<file path="src/design/bicubic_pkg.sv">
`default_nettype none

package bicubic_pkg;

    // one 8-bit grayscale sample
    typedef logic [7:0] pixel_t;

    // four pixels of one window row, index 0 is the oldest pixel
    typedef pixel_t [3:0] win_row_t;

    // 4x4 neighbourhood, row 0 is the oldest line
    typedef struct packed {
        win_row_t [3:0] row;
    } window_t;

    // per-row result of the horizontal pass
    typedef struct packed {
        // column-1 pixel, passed through for the vertical pass
        pixel_t             center;
        // -1/9/9/-1 sum over columns 0..3, still scaled by 16
        logic signed [13:0] half;
    } row_sum_t;

    // the four output samples in emission order
    typedef struct packed {
        pixel_t integ;
        pixel_t horiz;
        pixel_t vert;
        pixel_t diag;
    } quad_t;

    // half-phase bicubic taps, they sum to 16
    localparam int TAP_OUTER = -1;
    localparam int TAP_INNER = 9;

    // one pass divides by 16, two passes by 256
    localparam int ROUND_1D = 8;
    localparam int SHIFT_1D = 4;
    localparam int ROUND_2D = 128;
    localparam int SHIFT_2D = 8;

    // four-tap kernel, outer taps on a and d
    function automatic int tap_sum(input int a, input int b, input int c, input int d);
        return TAP_OUTER * (a + d) + TAP_INNER * (b + c);
    endfunction

endpackage

`default_nettype wire

</file>
<file path="src/design/line_delay.sv">
`timescale 1ns/1ps
`default_nettype none

module line_delay import bicubic_pkg::*; #(
    parameter int DEPTH = 6
) (
    input  wire    clk,
    input  wire    arst_n,
    input  logic   shift_en,
    input  pixel_t din,
    output pixel_t dout
);

    localparam int PTR_W = (DEPTH > 1) ? $clog2(DEPTH) : 1;

    // circular storage, one slot per pixel of a line
    pixel_t             mem [DEPTH];
    logic   [PTR_W-1:0] ptr;

    // same slot is read before it is overwritten
    // so the output is the pixel from DEPTH shifts ago
    assign dout = mem[ptr];

    always_ff @(posedge clk) begin
        if (shift_en) begin
            mem[ptr] <= din;
        end
    end

    // pointer wraps at the end of the line
    always_ff @(posedge clk or negedge arst_n) begin
        if (!arst_n) begin
            ptr <= '0;
        end else if (shift_en) begin
            if (ptr == PTR_W'(DEPTH - 1)) begin
                ptr <= '0;
            end else begin
                ptr <= ptr + 1'b1;
            end
        end
    end

endmodule

`default_nettype wire

</file>
<file path="src/design/window_buffer.sv">
`timescale 1ns/1ps
`default_nettype none

module window_buffer import bicubic_pkg::*; #(
    parameter int IMG_WIDTH  = 6,
    parameter int IMG_HEIGHT = 5
) (
    input  wire     clk,
    input  wire     arst_n,
    input  logic    in_valid,
    input  pixel_t  in_pix,
    output logic    in_ready,
    output logic    win_valid,
    output window_t win,
    input  logic    win_ready
);

    localparam int COL_W = (IMG_WIDTH > 4) ? $clog2(IMG_WIDTH) : 2;
    localparam int ROW_W = (IMG_HEIGHT > 4) ? $clog2(IMG_HEIGHT) : 2;

    logic             accept;
    logic             col_last;
    logic             row_last;
    logic             win_done;
    logic [COL_W-1:0] col_cnt;
    logic [ROW_W-1:0] row_cnt;

    // value entering the right end of each window row
    pixel_t row_in [4];

    window_t win_q;

    // stall only while a full window waits for the filter
    assign in_ready = !win_valid || win_ready;
    assign accept   = in_valid && in_ready;

    // bottom row takes the new pixel directly
    assign row_in[3] = in_pix;

    // each line delay is fed by the input of the row below
    // and feeds the row above, one line later
    for (genvar i = 0; i < 3; i++) begin : g_line
        line_delay #(
            .DEPTH (IMG_WIDTH)
        ) u_line_delay (
            .clk      (clk),
            .arst_n   (arst_n),
            .shift_en (accept),
            .din      (row_in[i+1]),
            .dout     (row_in[i])
        );
    end

    // window shifts left by one column per accepted pixel
    // no reset, contents only matter once win_valid is set
    always_ff @(posedge clk) begin
        if (accept) begin
            for (int r = 0; r < 4; r++) begin
                for (int c = 0; c < 3; c++) begin
                    win_q.row[r][c] <= win_q.row[r][c+1];
                end
                win_q.row[r][3] <= row_in[r];
            end
        end
    end

    assign win = win_q;

    // position of the pixel being accepted
    assign col_last = (col_cnt == COL_W'(IMG_WIDTH - 1));
    assign row_last = (row_cnt == ROW_W'(IMG_HEIGHT - 1));

    // full window once three earlier rows and columns exist
    assign win_done = (col_cnt >= COL_W'(3)) && (row_cnt >= ROW_W'(3));

    // raster counters, frames follow back to back
    always_ff @(posedge clk or negedge arst_n) begin
        if (!arst_n) begin
            col_cnt <= '0;
            row_cnt <= '0;
        end else if (accept) begin
            if (col_last) begin
                col_cnt <= '0;
                row_cnt <= row_last ? '0 : row_cnt + 1'b1;
            end else begin
                col_cnt <= col_cnt + 1'b1;
            end
        end
    end

    // output slot is empty or being taken whenever a pixel is accepted
    always_ff @(posedge clk or negedge arst_n) begin
        if (!arst_n) begin
            win_valid <= 1'b0;
        end else if (accept) begin
            win_valid <= win_done;
        end else if (win_ready) begin
            win_valid <= 1'b0;
        end
    end

    // a held window must not move until the filter takes it
    a_win_stable : assert property (
        @(posedge clk) disable iff (!arst_n)
        win_valid && !win_ready |=> win_valid && $stable(win)
    );

endmodule

`default_nettype wire

</file>
<file path="src/design/horiz_filter.sv">
`timescale 1ns/1ps
`default_nettype none

module horiz_filter import bicubic_pkg::*; (
    input  wire            clk,
    input  wire            arst_n,
    input  logic           win_valid,
    input  window_t        win,
    output logic           win_ready,
    output logic           rows_valid,
    output row_sum_t [3:0] rows,
    input  logic           rows_ready
);

    logic           load;
    row_sum_t [3:0] rows_d;

    // one-entry stage, refill while the current entry leaves
    assign win_ready = !rows_valid || rows_ready;
    assign load      = win_valid && win_ready;

    // per row, keep the centre pixel and the unscaled half-phase sum
    // rounding waits for vert_filter so the diagonal is rounded once
    always_comb begin
        for (int r = 0; r < 4; r++) begin
            rows_d[r].center = win.row[r][1];
            rows_d[r].half   = 14'(tap_sum(int'(win.row[r][0]),
                                           int'(win.row[r][1]),
                                           int'(win.row[r][2]),
                                           int'(win.row[r][3])));
        end
    end

    // payload register
    always_ff @(posedge clk) begin
        if (load) begin
            rows <= rows_d;
        end
    end

    always_ff @(posedge clk or negedge arst_n) begin
        if (!arst_n) begin
            rows_valid <= 1'b0;
        end else if (load) begin
            rows_valid <= 1'b1;
        end else if (rows_ready) begin
            rows_valid <= 1'b0;
        end
    end

endmodule

`default_nettype wire

</file>
<file path="src/design/vert_filter.sv">
`timescale 1ns/1ps
`default_nettype none

module vert_filter import bicubic_pkg::*; (
    input  wire            clk,
    input  wire            arst_n,
    input  logic           rows_valid,
    input  row_sum_t [3:0] rows,
    output logic           rows_ready,
    output logic           quad_valid,
    output quad_t          quad,
    input  logic           quad_ready
);

    logic  load;
    int    h_val;
    int    v_val;
    int    d_val;
    quad_t quad_d;

    // saturate to the 8-bit pixel range
    function automatic pixel_t clamp_pix(input int v);
        if (v < 0) begin
            return 8'd0;
        end
        if (v > 255) begin
            return 8'd255;
        end
        return pixel_t'(v);
    endfunction

    assign rows_ready = !quad_valid || quad_ready;
    assign load       = rows_valid && rows_ready;

    always_comb begin
        // horizontal, row 1 only, one pass so divide by 16
        h_val = (int'(rows[1].half) + ROUND_1D) >>> SHIFT_1D;

        // vertical, taps down the centre column
        v_val = (tap_sum(int'(rows[0].center), int'(rows[1].center),
                         int'(rows[2].center), int'(rows[3].center))
                 + ROUND_1D) >>> SHIFT_1D;

        // diagonal, taps down the half sums, two passes so divide by 256
        d_val = (tap_sum(int'(rows[0].half), int'(rows[1].half),
                         int'(rows[2].half), int'(rows[3].half))
                 + ROUND_2D) >>> SHIFT_2D;

        // integer phase is the source pixel itself
        quad_d.integ = rows[1].center;
        quad_d.horiz = clamp_pix(h_val);
        quad_d.vert  = clamp_pix(v_val);
        quad_d.diag  = clamp_pix(d_val);
    end

    always_ff @(posedge clk) begin
        if (load) begin
            quad <= quad_d;
        end
    end

    always_ff @(posedge clk or negedge arst_n) begin
        if (!arst_n) begin
            quad_valid <= 1'b0;
        end else if (load) begin
            quad_valid <= 1'b1;
        end else if (quad_ready) begin
            quad_valid <= 1'b0;
        end
    end

    // an X here means stale line-delay data reached a valid window
    a_quad_known : assert property (
        @(posedge clk) disable iff (!arst_n)
        quad_valid |-> !$isunknown(quad)
    );

endmodule

`default_nettype wire

</file>
<file path="src/design/sample_serializer.sv">
`timescale 1ns/1ps
`default_nettype none

module sample_serializer import bicubic_pkg::*; (
    input  wire    clk,
    input  wire    arst_n,
    input  logic   quad_valid,
    input  quad_t  quad,
    output logic   quad_ready,
    output logic   out_valid,
    output pixel_t out_pix,
    input  logic   out_ready
);

    logic       load;
    logic       take;
    logic       last;
    logic [1:0] phase;
    quad_t      quad_q;

    assign take = out_valid && out_ready;
    assign last = (phase == 2'd3);

    // next quad loads on the edge that takes the diagonal, no bubble
    assign quad_ready = !out_valid || (out_ready && last);
    assign load       = quad_valid && quad_ready;

    always_ff @(posedge clk) begin
        if (load) begin
            quad_q <= quad;
        end
    end

    // phase order integer, horizontal, vertical, diagonal
    always_comb begin
        case (phase)
            2'd0:    out_pix = quad_q.integ;
            2'd1:    out_pix = quad_q.horiz;
            2'd2:    out_pix = quad_q.vert;
            default: out_pix = quad_q.diag;
        endcase
    end

    always_ff @(posedge clk or negedge arst_n) begin
        if (!arst_n) begin
            out_valid <= 1'b0;
            phase     <= 2'd0;
        end else if (load) begin
            out_valid <= 1'b1;
            phase     <= 2'd0;
        end else if (take) begin
            // drained after the fourth sample
            if (last) begin
                out_valid <= 1'b0;
            end
            phase <= phase + 2'd1;
        end
    end

    a_out_stable : assert property (
        @(posedge clk) disable iff (!arst_n)
        out_valid && !out_ready |=> out_valid && $stable(out_pix)
    );

endmodule

`default_nettype wire

</file>
<file path="src/design/bicubic_upscaler.sv">
`timescale 1ns/1ps
`default_nettype none

module bicubic_upscaler import bicubic_pkg::*; #(
    parameter int IMG_WIDTH  = 6,
    parameter int IMG_HEIGHT = 5
) (
    input  wire    clk,
    input  wire    arst_n,
    input  logic   in_valid,
    input  pixel_t in_pix,
    output logic   in_ready,
    output logic   out_valid,
    output pixel_t out_pix,
    input  logic   out_ready
);

    // window buffer to horizontal pass
    logic           win_valid;
    logic           win_ready;
    window_t        win;

    // horizontal to vertical pass
    logic           rows_valid;
    logic           rows_ready;
    row_sum_t [3:0] rows;

    // vertical pass to serializer
    logic           quad_valid;
    logic           quad_ready;
    quad_t          quad;

    window_buffer #(
        .IMG_WIDTH  (IMG_WIDTH),
        .IMG_HEIGHT (IMG_HEIGHT)
    ) u_window_buffer (
        .clk       (clk),
        .arst_n    (arst_n),
        .in_valid  (in_valid),
        .in_pix    (in_pix),
        .in_ready  (in_ready),
        .win_valid (win_valid),
        .win       (win),
        .win_ready (win_ready)
    );

    horiz_filter u_horiz_filter (
        .clk        (clk),
        .arst_n     (arst_n),
        .win_valid  (win_valid),
        .win        (win),
        .win_ready  (win_ready),
        .rows_valid (rows_valid),
        .rows       (rows),
        .rows_ready (rows_ready)
    );

    vert_filter u_vert_filter (
        .clk        (clk),
        .arst_n     (arst_n),
        .rows_valid (rows_valid),
        .rows       (rows),
        .rows_ready (rows_ready),
        .quad_valid (quad_valid),
        .quad       (quad),
        .quad_ready (quad_ready)
    );

    sample_serializer u_sample_serializer (
        .clk        (clk),
        .arst_n     (arst_n),
        .quad_valid (quad_valid),
        .quad       (quad),
        .quad_ready (quad_ready),
        .out_valid  (out_valid),
        .out_pix    (out_pix),
        .out_ready  (out_ready)
    );

endmodule

`default_nettype wire

</file>
<file path="config.mk">
export PLATFORM = sky130hd
export DESIGN_NAME = bicubic_upscaler
export DESIGN_NICKNAME = d
export VERILOG_FILES = /design/src/design/bicubic_pkg.sv /design/src/design/line_delay.sv /design/src/design/window_buffer.sv /design/src/design/horiz_filter.sv /design/src/design/vert_filter.sv /design/src/design/sample_serializer.sv /design/src/design/bicubic_upscaler.sv
export SDC_FILE = /design/constraint.sdc
export NUM_CORES = 1
export LEC_CHECK = 0
export ABC_AREA = 1
export BUFFER_PORTS_ARGS = -buffer_cell sky130_fd_sc_hd__clkbuf_2
export CAP_MARGIN = 30
export CELL_PAD_IN_SITES_DETAIL_PLACEMENT = 1
export CELL_PAD_IN_SITES_GLOBAL_PLACEMENT = 2
export CORE_MARGIN = 2
export CORE_UTILIZATION = 47
export CTS_BUF_LIST = sky130_fd_sc_hd__clkbuf_4 sky130_fd_sc_hd__clkbuf_8 sky130_fd_sc_hd__clkbuf_16
export CTS_CLUSTER_SIZE = 28
export DETAILED_ROUTE_END_ITERATION = 8
export GPL_TIMING_DRIVEN = 0
export PLACE_DENSITY_LB_ADDON = 0.1
export SYNTH_ARGS = -nofsm -noshare
export SYNTH_HDL_FRONTEND = slang
export SYNTH_SLANG_ARGS = --single-unit
export TNS_END_PERCENT = 10
</file>
<file path="constraint.sdc">
create_clock -name clk -period 7.6 [get_ports clk]
set_input_delay 0.38 -clock clk [delete_from_list [all_inputs] [get_ports clk]]
set_output_delay 0.38 -clock clk [all_outputs]
set_load 0.01 [all_outputs]
</file>
==> results of run 1 <==
cells by family after synthesis:
kind of cell	share of synthesized area [%]
xor gates and xnor gates	4.89
DFF	48.7
adders and majority gates	21.4
buffers and inverters	6.01
and+or+nand+nor	10.8
AOI/OAI and AO/OA	8.15
cells in the final DEF (no fill, tap or decap), types with 23 or more instances in the layout:
master and n:
inv_1 388, nand2_1 368, nand3_1 143, edfxtp_1 424, o21ai_0 52, nor2_1 103
xor2_1 103, xnor2_1 49, a21oi_1 191, nor3_1 23, ha_1 367, fa_1 62
clkbuf_16 48, clkbuf_1 24, a31oi_1 44
per-stage QoR:
stage | hold slack [ns] | area (um2) | worst slack (ns) | util, % | std cells
6_report | 0.0817 | 30200 | 1.53 | 52.5 | 3409
3_3_place_gp | 0.402 | 28300 | 1.60 | 49.2 | 3306
5_1_grt | 0.0771 | 30200 | 1.06 | 52.5 | 3409
4_1_cts | 0.0517 | 30200 | 1.42 | 52.5 | 3409
3_5_place_dp | 0.405 | 28400 | 1.45 | 49.5 | 3318
2_1_floorplan | 0.0844 | 27200 | 2.73 | - | 2520
cells in the mapped netlist, types with 3 or more instances:
cell       instances  area [um2]
o21ai_1            4        20.0
edfxtp_1         424       12700
fa_1              62        1240
o21ai_0           52         260
nor3_1            23         115
nand2_1          368        1380
dfrtp_1           21         526
nand4_1           14        87.6
buf_1              7        26.3
ha_1             367        4590
a32oi_1           21         184
a21oi_1          191         956
o21bai_1          18         135
buf_2              3        15.0
o31ai_1            4        30.0
nor2_2             8        50.1
o2111ai_1          7        61.3
a31oi_1           44         275
nand2_2            8        50.1
o22ai_1            7        43.8
inv_1            389        1460
clkbuf_1          24        90.1
nand3_1          143         716
a21o_1            18         135
nor2_1           104         390
clkinv_1           6        22.5
nand3b_1           3        22.5
xor2_1           103         902
a41oi_1            3        26.3
xnor2_1           49         429
o21ai_2            3        26.3
final timing paths:
check,startpoint,end,slack [ns],cells after the start
worst min-delay path,in_pix[4],u_window_buffer.g_line[2].u_line_delay.mem[2][4],0.08,1
min in group asynchronous,arst_n,u_horiz_filter.rows_valid,0.41,2
worst max register to register,u_horiz_filter.rows[22],u_vert_filter.quad[6],1.53,28
worst min register to register,u_vert_filter.quad[9],u_sample_serializer.quad_q[9],0.42,0
worst max-delay path,u_horiz_filter.rows[22],u_vert_filter.quad[6],1.53,28
max in group asynchronous,arst_n,u_sample_serializer.out_valid,6.68,2
sequential cells by signal, summed over array words and instances, names as in the netlist:
signal	flops
u_sample_serializer.quad_q	32
u_horiz_filter.rows_valid	1
u_window_buffer.g_line.u_line_delay.mem	144
u_window_buffer.win	128
u_horiz_filter.rows	88
u_window_buffer.row_cnt	3
u_window_buffer.g_line.u_line_delay.ptr	9
u_window_buffer.col_cnt	3
u_sample_serializer.out_valid	1
u_sample_serializer.phase	2
u_vert_filter.quad	32
u_window_buffer.win_valid	1
u_vert_filter.quad_valid	1
layer usage:
| metal | part of all wire [%] | vias to the layer above | global-route usage (%) |
|---|---|---|---|
| met5 | 0 | - | 0 |
| met4 | 2.5 | 0 | 5.94 |
| met3 | 2.7 | 98 | 2.74 |
| met2 | 50 | 213 | 38.5 |
| met1 | 45 | 8920 | 28.6 |
| li1 | - | 8883 | - |
repair_timing:
action,4_1_cts,5_1_grt
hold endpoints to repair,21,0
endpoints found under the setup margin,0,0
hold buffers,1,0
cell type report:
cell class              count  area, um2  area share [%]
well taps                 765        957            3.17
clock buffers              67       1410            4.68
repair buffers             34        260           0.863
plain buffers              36        146           0.485
multi-input cells        1642      12300            40.9
clock inverters            23        292           0.967
inverters                 397       1500            4.97
flip-flops and latches    445      13300            44.0
==> Flow_metrics.wiki, run 1 <==
{| class="wikitable"
! Metric !! Value
|-
| Horizontal die dimension || 245 um
|-
| Initial cell density of the core || a little under half
|-
| Fin crit period || just over 6 ns
|-
| Delay of the slowest cell on the worst path || approximately 0.50 ns
|-
| Skew-Pair Late Insertion Delay || 0.60 ns
|-
| Number of nets produced by synthesis || roughly 3.0k
|-
| Floorplan die area || 59900 um2
|-
| Total global routing track utilization || around 22%
|-
| GPL Wtd Cong || approximately 0.8
|-
| Library cell used as clock root buffer || clkbuf_16
|-
| Outcome || finished clean
|-
| Quantity of gates resized following cts || 0
|-
| Largest net degree at the start of global routing || slightly above 100
|-
| Antenna violations before repair || 1
|-
| Actual transition at the worst max-transition pin || 1.29 ns
|-
| Count of flip-flops with a built-in enable after synthesis || between 400 and 500
|-
| Combined area of all synthesized cells || about 27000 um2
|-
| Highest net fanout along the worst path || 8
|-
| Maximum Capacitance Violations || 0
|-
| Count of routing violations after the opening detailed-route iteration || between 800 and 900
|-
| Flip-flop cell with the highest count after synthesis || edfxtp_1
|-
| Maximum buffer depth of the clock tree || 3
|-
| Inserted Diodes || 0
|-
| Mapped Cells || approximately 2.5k
|-
| Warnings from Yosys || 0
|-
| Nets || 3045
|-
| Fraction of layout cells with a size suffix above 1 || 6.01%
|-
| Period utilization || 79.9%
|-
| Endpoints failing setup || 0
|-
| Post-Route Setup TNS || 0 ns
|-
| Post-route antenna net violation count || 0
|-
| Number of buffers created by CTS || 48
|-
| TritonCTS clock tree || done
|-
| Post-CTS Setup Inserts || 0
|-
| Data arrival time of the critical path || between 6 and 7 ns
|-
| Via count of the first global-routing pass || ~19k
|-
| Routed length per instance || roughly 19 um
|-
| DR vias || around 18k
|-
| Critical path data required time || approximately 8 ns
|-
| Relative slew slack || ~14%
|-
| Unrepaired setup endpoints after global routing || no
|-
| Worst setup SP type || flip-flop
|-
| Critical path capture point type || flip-flop
|-
| Congestion Overflow GR || 0
|-
| Layout filler cell count || 6164
|-
| Row count || 88
|-
| Sinks on Clock Net || between 400 and 500
|-
| Average via count per standard cell || ~5.3
|-
| Clock slew at the register clock pins of the worst setup and hold paths || about 0.06 ns
|-
| Core area || around 57000 um2
|-
| Number of buffers and inverters on the critical path || 5
|-
| Max-slew violation total from the final report || 0
|-
| WL final || about 64 mm
|-
| Max Freq || between 150 and 200 MHz
|-
| H-tree depth || 2
|-
| Largest clock skew in the final design || ~0.036 ns
|-
| Register area share after synthesis || about half
|-
| Count of endpoints failing hold in the final timing report || 0
|-
| CP delay by family, top || adder cells
|-
| Unique masters post-synth || 48
|-
| DRC violation count after routing || 0
|-
| Wire length of the first global-routing pass || between 100 and 150 mm
|-
| Area growth from synthesis to layout || 10.8%
|-
| Total iterations of the first detailed-routing run || 5
|-
| CP dominant cell by count || nand2_1
|-
| Worst setup path category || reg -> reg
|-
| HPWL after detailed placement || between 50 and 60 mm
|-
| Count of state elements after synthesis || roughly 450
|-
| Worst path slowest cell || fa_1
|-
| I/O Buffers || 21
|-
| Top-Level Pins || 22
|-
| Post-synthesis area per instance || around 11 um2
|-
| Class of the most critical hold timing path || in -> reg
|-
| Synth async-reset ratio || 4.72%
|-
| Die height || approximately 240 um
|}
Power of run 1 is left out: the tool's default activity adds up to more than one toggle a clock period on the data nets, which glitch-free logic cannot reach.
==> run 2: changes to the inputs <==
--- a/config.mk
+++ b/config.mk
@@ -11,7 +11,7 @@
 export CELL_PAD_IN_SITES_DETAIL_PLACEMENT = 1
 export CELL_PAD_IN_SITES_GLOBAL_PLACEMENT = 2
 export CORE_MARGIN = 2
-export CORE_UTILIZATION = 47
+export CORE_UTILIZATION = 40
 export CTS_BUF_LIST = sky130_fd_sc_hd__clkbuf_4 sky130_fd_sc_hd__clkbuf_8 sky130_fd_sc_hd__clkbuf_16
 export CTS_CLUSTER_SIZE = 28
 export DETAILED_ROUTE_END_ITERATION = 8
==> constraint.sdc (replaced) <==
create_clock -name clk -period 4.9 [get_ports clk]
set_input_delay 0.245 -clock clk [delete_from_list [all_inputs] [get_ports clk]]
set_output_delay 0.245 -clock clk [all_outputs]
set_load 0.01 [all_outputs]
==> Flow_metrics.wiki, run 2 (synthesis gave the netlist of run 1 again) <==
{| class="wikitable"
! Metric !! Value
|-
| Horizontal die dimension || 265 um (+8.3%)
|-
| Nets || 3098 (+1.7%)
|-
| Critical path capture point type || flip-flop
|-
| Worst reg2reg path endpoint || u_vert_filter.quad[12]
|-
| Clock slew at the register clock pins of the worst setup and hold paths || 0.06 ns (about the same)
|-
| Worst setup SP type || flip-flop
|-
| DR vias || 17.9k (-1.3%)
|-
| Skew-Pair Late Insertion Delay || 0.60 ns (about the same)
|-
| GPL Wtd Cong || 0.795 (-2.3%)
|-
| I/O Buffers || 21 (unchanged)
|-
| Relative slew slack || 30.1% (+16 points)
|-
| Die height || 265 um (+8.3%)
|-
| Outcome || complete, but fails checks
|-
| Max-slew violation total from the final report || 0 (unchanged)
|-
| Most common cell after layout, fill and taps aside || edfxtp_1
|-
| Delay of the slowest cell on the worst path || 0.46 ns (-0.04 ns)
|-
| FF-to-FF Start || u_horiz_filter.rows[82]
|-
| Path depth of the worst reg2reg path || 25 (-11%)
|-
| Fin crit period || 5.08 ns (-0.991 ns)
|-
| Initial cell density of the core || 40.5% (-6.9 points)
|-
| Wire length of the first global-routing pass || 103 mm (about the same)
|-
| Unrepaired setup endpoints after global routing || yes
|-
| Multi-input gate area || 13300 um2 (+7.8%)
|-
| Via count of the first global-routing pass || 19.0k (-2.2%)
|-
| Failing checks || setup timing
|-
| Sinks on Clock Net || 445 (unchanged)
|-
| Count of endpoints failing hold in the final timing report || 0 (unchanged)
|-
| Number of buffers created by CTS || 49 (+2.1%)
|-
| Floorplan die area || 70200 um2 (+17%)
|-
| Total global routing track utilization || 18.7% (-3.3 points)
|-
| Inserted Diodes || 0 (unchanged)
|-
| H-tree depth || 2 (unchanged)
|-
| Highest net fanout along the worst path || 8 (unchanged)
|-
| Top-Level Pins || 22 (unchanged)
|-
| Library cell used as clock root buffer || clkbuf_16
|-
| Flip-flop count of the largest register after layout || 144 (unchanged)
|-
| TritonCTS clock tree || done
|-
| Layout filler cell count || 7233 (+17%)
|-
| Antenna violations before repair || 0 (-1)
|-
| Worst setup path category || reg -> reg
|-
| Maximum buffer depth of the clock tree || 3 (unchanged)
|-
| Placed cell areas || 28600 um2 (+0.49%)
|-
| Actual transition at the worst max-transition pin || 1.05 ns (-0.239 ns)
|-
| R2R setup slack || -0.18 ns (-1.71 ns)
|-
| Register with the most flip-flops || u_window_buffer.g_line.u_line_delay.mem
|-
| Largest net degree at the start of global routing || 83 (-18%)
|-
| WL final || 64.9 mm (+1.2%)
|-
| DRC violation count after routing || 0 (unchanged)
|-
| Number of buffers and inverters on the critical path || 2 (-3)
|-
| Area growth from synthesis to layout || 16.3%
|-
| Total iterations of the first detailed-routing run || 5 (unchanged)
|-
| Area of all sequential standard cells || 13300 um2 (unchanged)
|-
| Critical path data required time || 5.22 ns (-2.67 ns)
|-
| Number of cells on the critical path || 25 (-11%)
|-
| HPWL after detailed placement || 50.7 mm (+0.38%)
|-
| Period utilization || 104% (+24 points)
|-
| Congestion Overflow GR || 0 (unchanged)
|-
| CP delay by family, top || adder cells
|-
| Max Freq || 197 MHz (+20%)
|-
| HP Start || in_valid
|-
| Core area || 67300 um2 (+17%)
|-
| Post-route standard cell area excluding fillers || 31700 um2 (+5.0%)
|-
| Worst Hold Endpoint || u_window_buffer.col_cnt[1]
|-
| Maximum Capacitance Violations || 0 (unchanged)
|-
| Post-route antenna net violation count || 0 (unchanged)
|-
| Routed length per instance || 18.2 um (-3.4%)
|-
| Endpoints failing setup || 16 (+16)
|-
| CP dominant cell by count || ha_4
|-
| Row count || 95 (+8.0%)
|-
| Class of the most critical hold timing path || in -> reg
|-
| Final design utilization || 47.1% (-5.4 points)
|-
| Data arrival time of the critical path || 5.40 ns (-0.96 ns)
|-
| Worst path slowest cell || edfxtp_1
|-
| Count of routing violations after the opening detailed-route iteration || 857 (+2.5%)
|-
| Place WS || -1.20 ns (-2.66 ns)
|-
| Largest clock skew in the final design || 0.0188 ns (-0.0170 ns)
|-
| Commonest non-fill, non-tap cells in the layout || 424 x edfxtp_1, 378 x inv_1, 345 x nand2_1, 325 x ha_1, 180 x a21oi_1
|-
| Average via count per standard cell || 5.01 (-5.8%)
|-
| Fraction of layout cells with a size suffix above 1 || 12.3% (+6.3 points)
|-
| Post-layout worst setup margin || -0.179 ns (-1.71 ns)
|-
| Depth of the worst hold-timing path || 4 (+3)
|}
run 2: stage by stage:
stage / setup TNS [ns] / instances / hold slack [ns]
finish: -2.20 / 3570 / 0.112
global route: -6.76 / 3570 / 0.170
CTS: -3.03 / 3558 / 0.0958
detailed placement: -14.77 / 3427 / 0.375
global placement: -59.63 / 3414 / 0.352
floorplan: 0 / 2520 / -0.0506
run 2: how the worst max path moves through the flow:
stage,to,from
global placement,u_vert_filter.quad[2],u_horiz_filter.rows[22]
finish,u_vert_filter.quad[12],u_horiz_filter.rows[82]
detailed placement,u_vert_filter.quad[0],u_horiz_filter.rows[22]
floorplan,u_vert_filter.quad[0],u_horiz_filter.rows[22]
CTS,u_vert_filter.quad[3],u_horiz_filter.rows[22]
global route,u_vert_filter.quad[3],u_horiz_filter.rows[22]
run 2: area by class of cell:
class / instances / share of cell area (%)
multi-input combinational: 1642 / 42.0
timing repair buffer: 86 / 2.19
inverter: 397 / 4.75
sequential: 445 / 41.9
buffer: 36 / 0.462
tap: 873 / 3.45
clock buffer: 58 / 4.11
clock inverter: 33 / 1.17
run 2: worst min-delay path, cell delays in order:
cell and delay (ns):
clkbuf_2 0.10, nand2_4 0.16, o21ai_0 0.10, nand2_1 0.06
run 2: metal layers:
layer | part of all wire, % | vias to the layer above | GRT usage [%] | wire [um]
met1 | 46 | 8660 | 24.4 | 29900
met5 | 0 | - | 0 | 0
met2 | 49 | 142 | 32.6 | 32000
li1 | - | 8987 | - | -
met4 | 2.5 | 0 | 5.44 | 1660
met3 | 2.1 | 86 | 2.14 | 1370
run 2: repair_timing:
item,4_1_cts,5_1_grt
setup endpoints to repair,16,19
setup buffers,30,12
hold buffers,10,0
resized for setup,115,65
pin swaps,48,50
hold endpoints to repair,78,0
Power of run 2 is left out for the same reason.
